File: src/rtl/uart_pkg.sv
// Register map and sizing for the UART peripheral; FIFO depths must be powers of two of at least 4.
`default_nettype none

package uart_pkg;

    // Width of the word address on the peripheral bus.
    localparam int BUS_AW = 30;

    // Width of the clock divider register.
    localparam int DIV_W = 16;

    // Word address of DATA.
    localparam logic [BUS_AW-1:0] UART_BASE = 30'h2000_0000;
    // STATUS follows DATA.
    localparam logic [BUS_AW-1:0] STATUS_ADDR = UART_BASE + 30'd1;
    // DIVIDER follows STATUS.
    localparam logic [BUS_AW-1:0] DIVIDER_ADDR = UART_BASE + 30'd2;

    // Divider after reset.
    localparam logic [DIV_W-1:0] INIT_DIV = 16'd1250;

    // FIFO depths in bytes.
    localparam int TX_DEPTH = 4;
    localparam int RX_DEPTH = 4;

    // Stall DATA writes on a full TX FIFO instead of dropping them.
    localparam bit TX_FULL_STALL = 1'b1;

    // STATUS bit positions.
    // Transmit side sits in the low half.
    localparam int ST_TX_BUSY = 0;
    localparam int ST_TX_HAS  = 1;
    localparam int ST_TX_ROOM = 2;
    // Receive side sits in the high half.
    localparam int ST_RX_BUSY = 16;
    localparam int ST_RX_HAS  = 17;
    localparam int ST_RX_ROOM = 18;

endpackage

`default_nettype wire
File: src/rtl/uart_periph.sv
// Responses take two cycles per access; a DATA write pushes byte lane 0 and DIVIDER writes need all strobes.
`default_nettype none

module uart_periph import uart_pkg::*; (
    // Bus clock.
    input  wire               clk,
    // Synchronous reset.
    input  wire               rst,
    // Word address.
    input  wire  [BUS_AW-1:0] addr,
    // Byte write strobes.
    input  wire  [3:0]        we,
    // Read request.
    input  wire               re,
    // Write data.
    input  wire  [31:0]       wdata,
    // Read data, valid with ready.
    output logic [31:0]       rdata,
    // Access done.
    output logic              ready,
    // Serial pins.
    output logic              txd,
    input  wire               rxd,
    // TX FIFO drained.
    output logic              tx_empty,
    // RX FIFO holds data.
    output logic              rx_full
);
    // Register decode.
    logic             sel_data;
    logic             sel_stat;
    logic             sel_div;
    logic             req;
    logic             data_wr;
    logic             stall;
    logic             accept;
    // Divider register.
    logic [DIV_W-1:0] clk_div;
    // TX side.
    logic             tx_push;
    logic             tx_trig;
    logic             tx_ack;
    logic             tx_busy;
    logic [7:0]       tx_head;
    logic             tx_has;
    logic             tx_full;
    // RX side.
    logic             rx_pop;
    logic             rx_trig;
    logic             rx_busy;
    logic [7:0]       rx_byte;
    logic [7:0]       rx_head;
    logic             rx_has;
    logic             rx_fifo_full;
    // Response mux.
    logic [31:0]      status;
    logic [31:0]      rd_word;

    assign sel_data = addr == UART_BASE;
    assign sel_stat = addr == STATUS_ADDR;
    assign sel_div  = addr == DIVIDER_ADDR;
    assign req      = re || (we != 4'b0000);
    assign data_wr  = sel_data && we[0];
    // Full TX FIFO holds the write off.
    assign stall    = TX_FULL_STALL && data_wr && tx_full;
    // Skip the cycle where ready is up so a held request is not taken twice.
    assign accept   = req && !ready && !stall;
    assign tx_push  = accept && data_wr && !tx_full;
    // Empty FIFO pops nothing.
    assign rx_pop   = accept && sel_data && re && rx_has;
    assign tx_trig  = tx_has && !tx_ack;

    // Interrupt levels.
    assign tx_empty = !tx_has;
    assign rx_full  = rx_has;

    always_ff @(posedge clk) begin
        if (rst) begin
            clk_div <= INIT_DIV;
        end else if (accept && sel_div && we == 4'b1111) begin
            clk_div <= wdata[DIV_W-1:0];
        end
    end

    always_comb begin
        status             = '0;
        status[ST_TX_BUSY] = tx_busy;
        status[ST_TX_HAS]  = tx_has;
        status[ST_TX_ROOM] = !tx_full;
        status[ST_RX_BUSY] = rx_busy;
        status[ST_RX_HAS]  = rx_has;
        status[ST_RX_ROOM] = !rx_fifo_full;
    end

    always_comb begin
        // Unmapped words read zero.
        rd_word = '0;
        if (sel_data && rx_has) begin
            rd_word = {24'h0, rx_head};
        end else if (sel_stat) begin
            rd_word = status;
        end else if (sel_div) begin
            rd_word = {{(32 - DIV_W){1'b0}}, clk_div};
        end
    end

    always_ff @(posedge clk) begin
        if (rst) begin
            ready <= 1'b0;
        end else begin
            ready <= accept;
        end
    end

    // Data captured with the pop.
    always_ff @(posedge clk) begin
        if (accept) begin
            rdata <= rd_word;
        end
    end

    byte_fifo #(.depth(TX_DEPTH)) tx_fifo (
        .clk(clk), .rst(rst), .push(tx_push), .push_data(wdata[7:0]),
        .pop(tx_ack), .head(tx_head), .not_empty(tx_has), .full(tx_full)
    );

    uart_tx tx_phy (
        .clk(clk), .rst(rst), .clk_div(clk_div), .tx_byte(tx_head),
        .tx_trig(tx_trig), .tx_ack(tx_ack), .txd(txd), .tx_busy(tx_busy)
    );

    // Bytes arriving on a full FIFO are lost.
    byte_fifo #(.depth(RX_DEPTH)) rx_fifo (
        .clk(clk), .rst(rst), .push(rx_trig), .push_data(rx_byte),
        .pop(rx_pop), .head(rx_head), .not_empty(rx_has), .full(rx_fifo_full)
    );

    uart_rx rx_phy (
        .clk(clk), .rst(rst), .clk_div(clk_div), .rxd(rxd),
        .rx_byte(rx_byte), .rx_trig(rx_trig), .rx_busy(rx_busy)
    );

    // Each load pops the TX FIFO once.
    a_ack_once: assert property (@(posedge clk) disable iff (rst) tx_ack |=> !tx_ack);

endmodule

`default_nettype wire

File: src/rtl/uart_rx.sv
// 8N1 only; framing errors drop the byte without report, and rxd passes a two-flop synchronizer.
`default_nettype none

module uart_rx import uart_pkg::*; (
    // Undivided clock.
    input  wire              clk,
    // Synchronous reset.
    input  wire              rst,
    // Clock cycles per bit.
    input  wire [DIV_W-1:0]  clk_div,
    // Serial input.
    input  wire              rxd,
    // Last good byte.
    output logic [7:0]       rx_byte,
    // One-cycle strobe for rx_byte.
    output logic             rx_trig,
    // Frame in progress.
    output logic             rx_busy
);
    // Pin synchronizer.
    logic             rxd_meta;
    logic             rxd_sync;
    // Bit timer, counts down to one.
    logic [DIV_W-1:0] timer;
    // Reload values with zero mapped to one.
    logic [DIV_W-1:0] full_div;
    logic [DIV_W-1:0] half_div;
    // 0 idle, 1 start, 2 to 9 data, 10 stop.
    logic [3:0]       state;
    // Data shifts in from the top.
    logic [7:0]       rx_buf;

    assign full_div = (clk_div != '0) ? clk_div : DIV_W'(1);
    assign half_div = ((clk_div >> 1) != '0) ? (clk_div >> 1) : DIV_W'(1);
    assign rx_busy  = state != 4'd0;

    // Line idles high.
    always_ff @(posedge clk) begin
        if (rst) begin
            rxd_meta <= 1'b1;
            rxd_sync <= 1'b1;
        end else begin
            rxd_meta <= rxd;
            rxd_sync <= rxd_meta;
        end
    end

    always_ff @(posedge clk) begin
        if (rst) begin
            timer   <= DIV_W'(1);
            state   <= 4'd0;
            rx_trig <= 1'b0;
        end else begin
            rx_trig <= 1'b0;
            if (state == 4'd0) begin
                if (!rxd_sync) begin
                    // Falling edge, aim for mid start bit.
                    state <= 4'd1;
                    timer <= half_div;
                end
            end else if (timer == DIV_W'(1)) begin
                timer <= full_div;
                if (state == 4'd1) begin
                    // Start bit must still be low at its middle.
                    state <= rxd_sync ? 4'd0 : 4'd2;
                end else if (state == 4'd10) begin
                    // Stop bit check.
                    state <= 4'd0;
                    if (rxd_sync) begin
                        rx_byte <= rx_buf;
                        rx_trig <= 1'b1;
                    end
                end else begin
                    // Data bits LSB first.
                    rx_buf <= {rxd_sync, rx_buf[7:1]};
                    state  <= state + 4'd1;
                end
            end else begin
                timer <= timer - DIV_W'(1);
            end
        end
    end

    // One push per frame.
    a_trig_pulse: assert property (@(posedge clk) disable iff (rst) rx_trig |=> !rx_trig);

endmodule

`default_nettype wire

File: src/rtl/uart_tx.sv
// 8N1 only; a divider of zero acts as one, and a frame starts on the next free-running bit tick.
`default_nettype none

module uart_tx import uart_pkg::*; (
    // Undivided clock.
    input  wire              clk,
    // Synchronous reset.
    input  wire              rst,
    // Clock cycles per bit.
    input  wire [DIV_W-1:0]  clk_div,
    // Byte to send.
    input  wire [7:0]        tx_byte,
    // Send request.
    input  wire              tx_trig,
    // Byte taken.
    output logic             tx_ack,
    // Serial output.
    output logic             txd,
    // Frame in progress.
    output logic             tx_busy
);
    // Bit timer, counts down to one.
    logic [DIV_W-1:0] timer;
    // Reload value with zero mapped to one.
    logic [DIV_W-1:0] full_div;
    // Bit counter, 0 is idle.
    logic [3:0]       state;
    // Start bit plus data bits.
    // LSB drives the line.
    logic [8:0]       tx_buf;

    assign full_div = (clk_div != '0) ? clk_div : DIV_W'(1);
    assign txd      = tx_buf[0];
    assign tx_busy  = state != 4'd0;

    always_ff @(posedge clk) begin
        if (rst) begin
            timer  <= DIV_W'(1);
            state  <= 4'd0;
            tx_buf <= 9'h1ff;
            tx_ack <= 1'b0;
        end else begin
            // Ack holds only while the trigger does.
            tx_ack <= tx_ack && tx_trig;
            if (timer == DIV_W'(1)) begin
                // Bit boundary.
                timer <= full_div;
                if (state == 4'd0) begin
                    if (tx_trig) begin
                        // Load byte behind a low start bit.
                        tx_buf <= {tx_byte, 1'b0};
                        state  <= 4'd1;
                        tx_ack <= 1'b1;
                    end
                end else begin
                    // Shift out LSB first.
                    // Ones fill from the top so the stop bit and idle are high.
                    tx_buf <= {1'b1, tx_buf[8:1]};
                    state  <= (state == 4'd9) ? 4'd0 : state + 4'd1;
                end
            end else begin
                timer <= timer - DIV_W'(1);
            end
        end
    end

    // Start bit plus eight data bits.
    a_state_range: assert property (@(posedge clk) disable iff (rst) state <= 4'd9);

endmodule

`default_nettype wire

File: src/rtl/byte_fifo.sv
// Depth must be a power of two of at least 4; push on full and pop on empty are ignored.
`default_nettype none

module byte_fifo #(
    // Entries, power of two.
    parameter int depth = 4
) (
    // Clock.
    input  wire         clk,
    // Synchronous reset.
    input  wire         rst,
    // Write strobe.
    input  wire         push,
    // Write byte.
    input  wire  [7:0]  push_data,
    // Read strobe.
    input  wire         pop,
    // Oldest entry, shown ahead.
    output logic [7:0]  head,
    // At least one entry.
    output logic        not_empty,
    // No room left.
    output logic        full
);
    localparam int AW = $clog2(depth);

    // Storage.
    logic [7:0]  mem [depth];
    // Pointers carry a wrap bit above the index.
    logic [AW:0] wr_ptr;
    logic [AW:0] rd_ptr;
    // Qualified strobes.
    logic        do_push;
    logic        do_pop;

    assign not_empty = wr_ptr != rd_ptr;
    // Same index, opposite wrap bit.
    assign full      = (wr_ptr ^ rd_ptr) == {1'b1, {AW{1'b0}}};
    assign head      = mem[rd_ptr[AW-1:0]];
    assign do_push   = push && !full;
    assign do_pop    = pop && not_empty;

    always_ff @(posedge clk) begin
        if (rst) begin
            wr_ptr <= '0;
            rd_ptr <= '0;
        end else begin
            if (do_push) begin
                wr_ptr <= wr_ptr + 1'b1;
            end
            if (do_pop) begin
                rd_ptr <= rd_ptr + 1'b1;
            end
        end
    end

    // Memory write.
    always_ff @(posedge clk) begin
        if (do_push) begin
            mem[wr_ptr[AW-1:0]] <= push_data;
        end
    end

    // Callers must gate pops.
    a_no_underflow: assert property (@(posedge clk) disable iff (rst) pop |-> not_empty);

endmodule

`default_nettype wire

File: config.mk
export PLATFORM = sky130hd
export DESIGN_NAME = uart_periph
export DESIGN_NICKNAME = d
export VERILOG_FILES = /design/src/rtl/uart_pkg.sv /design/src/rtl/uart_periph.sv /design/src/rtl/uart_rx.sv /design/src/rtl/uart_tx.sv /design/src/rtl/byte_fifo.sv
export SDC_FILE = /design/constraint.sdc
export NUM_CORES = 1
export LEC_CHECK = 0
export BUFFER_PORTS_ARGS = -buffer_cell sky130_fd_sc_hd__buf_2
export CORE_MARGIN = 8
export CORE_UTILIZATION = 35
export DETAILED_ROUTE_END_ITERATION = 8
export PLACE_DENSITY = 0.66
export SLEW_MARGIN = 20
export SYNTH_ARGS = -nofsm -noshare
export SYNTH_HDL_FRONTEND = slang
export SYNTH_SLANG_ARGS = --single-unit
File: constraint.sdc
create_clock -name clk -period 2.9 [get_ports clk]
set_clock_uncertainty 0.15 [all_clocks]
set_input_delay 0.58 -clock clk [delete_from_list [all_inputs] [get_ports clk]]
set_output_delay 0.58 -clock clk [all_outputs]
set_load 0.005 [all_outputs]
# --- Word level (Yosys, flattened, before mapping) ---
# Memories as Yosys holds them, arrays and structs flattened. A register that Yosys moved wholly into a read port is not among the register bits.
# Cells that the tools add are included.
word_totals:
  ff_bits: 130
  ram_bits: 64
  in_bits: 70
  output_inout_bits: 36
  mem_count: 2
memory_table:
  columns: ["memory", "depth", "word_bits", "rd", "rd_clocked_by_memory_dff", "wr", "line", "source"]
  rows:
  - ["rx_fifo.mem", 4, 8, 1, 1, 1, "byte_fifo.sv:28", "logic [7:0] mem [depth];"]
  - ["tx_fifo.mem", 4, 8, 1, 1, 1, "byte_fifo.sv:28", null]
op_classes:
  add_sub_neg: 8
  n_eq_ne: 15
  mux: 32
  bitwise: 8
  n_reduce_logical: 40
op_table:
  columns: ["cell", "count"]
  rows:
  - ["$mux W16", 6]
  - ["$eq A30 B30 Y1 const B", 3]
  - ["$eq A16 B1 Y1 const B", 2]
  - ["$mux W4", 8]
  - ["$reduce_bool A16 Y1", 2]
  - ["$sub A16 B1 Y16 const B", 2]
  - ["$mux W19", 1]
  - ["$logic_and A1 B1 Y1", 18]
  - ["$mux W9", 2]
  - ["$mux W15", 1]
  - ["$add A3 B1 Y3 const B", 4]
  - ["$eq A4 B4 Y1 const B", 3]
  - ["$reduce_bool A4 Y1", 3]
  - ["$mux W2", 5]
  - ["$add A4 B1 Y4 const B", 2]
  - ["$logic_not A4 Y1", 2]
  - ["$mux W1", 8]
  - ["$mux W8", 1]
  - ["$eq A3 B3 Y1 const B", 2]
  - ["$logic_not A1 Y1", 6]
  - ["$ne A3 B3 Y1", 2]
  - ["$not A1 Y1", 6]
  - ["$reduce_and A6 Y1", 1]
  - ["$xor A3 B3 Y3", 2]
  - ["10 further kinds", 11]

# --- Depth between registers and ports, before layout ---
logic_depth:
  depth_word: 11
  depth_mapped: 8
  mapped_depth_nobuf: 7

# --- Modules after synthesis ---
# From an unflattened synthesis, not the netlist that was laid out.
hier_totals:
  hier_cells: 799
  area_unflattened_um2: 9180.1
by_module_without_submodules:
  columns: ["mod", "n_inst", "cells_per_inst", "area_per_inst_um2", "seq_area_each_um2"]
  rows:
  - ["byte_fifo", 2, 111, 1717.9, 1121.1]
  - ["uart_rx", 1, 221, 2128.3, 940.9]
  - ["uart_periph", 1, 166, 1863.0, 910.9]
  - ["uart_tx", 1, 190, 1752.9, 600.6]

# --- Least setup slack after synthesis ---
# No wires, ideal clock.
synth_path:
  kind: "register to register"
  from: "register rx_phy.timer[0]"
  to: "register rx_phy.rx_byte[0] (enable)"
  setup_ns: 0.395
  t_arrival_ns: 2.416
  required_time_ns: 2.355
  path_slack_ns: -0.060
  path_stages_with_launch: 6
  path_buffers: 1
  path_cell_list: "dfxtp_1 > ha_1 > nor4b_1 > nand4_1 > clkbuf_1 > nor4_1"
synth_between:
  elab_chain_cells: 2
synth_lines:
  columns: ["item", "line", "source"]
  rows:
  - ["start: declaration", "uart_rx.sv:24", "logic [DIV_W-1:0] timer;"]
  - ["start signal: assignment", "uart_rx.sv:59", "timer <= half_div;"]
  - ["start signal: assignment", "uart_rx.sv:62", "timer <= full_div;"]
  - ["start signal: assignment", "uart_rx.sv:79", "timer <= timer - DIV_W'(1);"]
  - ["$eq A16 B1 Y1", "uart_rx.sv:61", "end else if (timer == DIV_W'(1)) begin"]
  - ["$reduce_and A6 Y1 (no source line)", null, null]
  - ["end signal: assignment", "uart_rx.sv:70", "rx_byte <= rx_buf;"]
  - ["end: declaration", "uart_rx.sv:14", "output logic [7:0] rx_byte,"]
# Every way passes these cells.
# A chain may end at the register's enable or synchronous reset.

# --- Final worst setup path ---
layout_path:
  from: "register rx_phy.timer[0]"
  to: "register rx_phy.timer[0]"
layout_between:
  elab_chain_cells: 3
layout_lines:
  columns: ["item", "line", "source"]
  rows:
  - ["$sub A16 B1 Y16 or $eq A16 B1 Y1 (tied branches)", "uart_rx.sv:79, uart_rx.sv:61", null]
  - ["$mux W16 *", "uart_rx.sv:61", null]
  - ["$mux W16 *", "uart_rx.sv:55", "if (state == 4'd0) begin"]
# Every way passes the cells marked *; elsewhere a longest branch is shown, timed or not.

==> impl_metrics.toml <==
[status]
outcome = "finished, final reports clean"

[critical_path]
rr_endpoint = "rx_phy.timer[0]"
path_cells = "ha_1 > nor4b_1 > nand4_1 > buf_4 > nand2_1 > a221oi_1 > a311o_1"
cp.arrival_ns = 2.68
slowest_stage = "dfxtp_1"
cp.required_ns = 3.07
r2r_start = "rx_phy.timer[0]"
critPathCaptureType = "flop"
cp_max_fo = 8
cp-start-kind = "flop"
max_stage_delay_ns = 0.48
critPathKind = "flop to flop"
reg2reg_slack_ns = 0.39
r2r_cells = 7

[power_and_ir_drop]
finalPower_uw = 6730
intPower_uw = 4640
power_frac_comb_pct = 20.9
p_clk_share_pct = 34.0
p_switching_uw = 2090
swShare_pct = 31.1
p_seq_share_pct = 45.1
ir_drop_mv = 0.288
p_leak_uw = 0.00355
p_per_area_nw_per_um2 = 682

[sta]
max_slew_margin_pct = 44.4
setup_tns_ns = 0
timing.final.crit_share_pct = 86.7
setup_viol = 0
period_needed_ns = 2.51
rsz0062_at_grt = "false"
hold_viol_final = 0
tightest_slew_ns = 0.822
final_max_slew_viol_count = 0
max_freq_mhz = 398

[floorplan]
rows = 57
core-area_um2 = 24000
die_h_um = 171
start_util_pct = 35.2
io_pins = 106
die_w_um = 171
dieArea_um2 = 29400

[synthesis]
synth-edff-count = 99
synth_top_cell_area_share_pct = 35.2
ys_ff_latch = 185
synthTopCellsByCount = "edfxtp_1, dfxtp_1, nor2_1"
yosys_warnings = 0
synth.area.top_cells = "edfxtp_1, dfxtp_1, mux4_2"
syn_inst = 695
synth-main-ff-cell = "edfxtp_1"
ys_seq_area_share_pct = 55.6
syn_area_um2 = 8450
avgSynthCellArea_um2 = 12.2
netlist-cell-type-count = 64
async_flop_share_pct = 0
synth.most_common_cell = "edfxtp_1"
yosys.area.top_type = "edfxtp_1"

[cts]
ctsResizeCount = 0
post_cts_buffers = 0
h-tree-depth = 4
worstSkewPairLatency_ns = 0.43
cts_buffers = 17
clockBufferDepth = 2
clock-sinks = 185
hold_buffers = 0
clkTransAtPathRegs_ns = 0.07
cts_tree = "built"
cts_root_buf = "clkbuf_16"

[run]
maxCapViolCount = 0

[detailed_routing]
vias = 5565
drc = 0
dr.pass1.iters = 4
via_per_inst = 4.96
ant_nets = 0
totalWireLength_um = 18700
routedWlPerCell_um = 16.7
drt_iter0_drc = 311

[finish]
nets = 871
diodes = 0
areaGrowthSynthToFinish_pct = 16.9
drive_above_1_share_pct = 23.8
filler_cell_count = 2283

[worst_hold_path]
hp-class = "primary input to flop"
hold_depth = 2
hp-start = "rxd"
hold_end = "rx_phy.rxd_meta"

[global_route]
grt_pass1_wl_um = 30200
grt_max_degree = 39
grtUsageTotal_pct = 13.2
antenna_found_initial = 0
grt_pass1_vias = 5590
grt_overflow = 0

[place]
port_buffers = 76
gp_congestion = 0.827
hpwl_um = 13100
## sequential cells by signal, indices dropped and copies added, names as in the netlist, 3 cells and up, named ones only
signal          count
clk_div            16
rx_phy.rx_byte      8
tx_phy.state        4
rx_phy.state        4
rdata              19
rx_phy.timer       16
rx_fifo.rd_ptr      3
tx_fifo.wr_ptr      3
tx_phy.tx_buf       9
tx_fifo.mem        32
tx_phy.timer       16
rx_phy.rx_buf       8
rx_fifo.mem        32
tx_fifo.rd_ptr      3
rx_fifo.wr_ptr      3
## power by group through the flow
stage	logic, uW	clock network, uW	registers [uW]
floorplan	1020	0	3050
global placement	1380	0	3090
detailed placement	1400	0	3090
CTS	1410	2340	3030
global route	1570	2440	3050
finish	1410	2290	3030
## worst max-delay path: cells and delay by family (launching register included)
family / cells / cell delay (ns)
flip-flops: 1 / 0.48
buffers and inverters: 1 / 0.27
adder cells (fa/ha/maj): 1 / 0.24
AO/OA/AOI/OAI: 2 / 0.43
AND/OR/NAND/NOR: 3 / 0.84
## cells by family (layout without fill, tap and decap cells)
group           Yosys count  count (layout)  synth area share, %
fa+ha+maj                17              17                 2.52
other cells               1              13               0.0444
simple gates            234             234                 16.6
buf+inv                  60             150                 3.39
flops                   185             185                 55.6
xor+xnor                 35              35                 3.63
mux                      64              64                 10.1
compound gates           99              99                 8.15
## how the worst max path moves through the flow
stage          slack [ns]              start           endpoint  depth (start not counted)
2_1_floorplan        0.13           addr[18]  tx_fifo.mem[3][0]                          3
3_3_place_gp         0.25           addr[11]  tx_fifo.mem[0][2]                          5
3_5_place_dp         0.21           addr[12]  tx_fifo.mem[0][2]                          5
4_1_cts              0.36  tx_fifo.wr_ptr[1]          rdata[15]                          5
5_1_grt              0.22    rx_phy.timer[0]    rx_phy.timer[0]                          7
6_report             0.39    rx_phy.timer[0]    rx_phy.timer[0]                          7
## layer usage
layer	global-route usage (%)	vias up	wire length [um]
li1	-	2738	-
met1	17.0	2734	8640
met2	22.2	83	9110
met3	2.55	10	750
met4	3.59	0	209
met5	0	-	0
## final cells by class
class / instances / area, um^2 / area share [%]
clock buffers: 18 / 439 / 4.45
well taps: 324 / 405 / 4.10
repair buffers: 103 / 583 / 5.90
flip-flops and latches: 185 / 4690 / 47.5
inverters: 15 / 56.3 / 0.570
clock inverters: 14 / 148 / 1.49
multi-input cells: 462 / 3550 / 36.0
## placed cells by master, fill, tap and decap left out, drive strengths merged, types with 5 or more instances in the layout
master and instances:
mux2 13, inv 26, mux4 16, xnor2 22, clkbuf 18, a22o 5, buf 103, a21oi 21
nor3 18, nand2 31, nand4 11, nand3 7, edfxtp 99, a211oi 23, nor4b 5, xor2 13
conb 13, o21a 5, or3 7, ha 17, nand3b 7, nor2b 7, o31ai 5, nor4 25
dfxtp 86, and2 15, nor2 68, mux2i 35, o21ai 17, nand2b 15
## through the flow
| stage | hold slack (ns) | worst slack (ns) | util (%) | std cells | area [um^2] |
|---|---|---|---|---|---|
| finish | 0.177 | 0.386 | 41.1 | 1121 | 9880 |
| global route | 0.173 | 0.215 | 41.1 | 1121 | 9880 |
| CTS | 0.167 | 0.362 | 41.1 | 1121 | 9880 |
| detailed placement | 0.254 | 0.206 | 38.7 | 1089 | 9290 |
| global placement | 0.242 | 0.246 | 38.7 | 1089 | 9290 |
| floorplan | 0.239 | 0.134 | - | 707 | 8510 |
(Power assumes the default switching activity.)
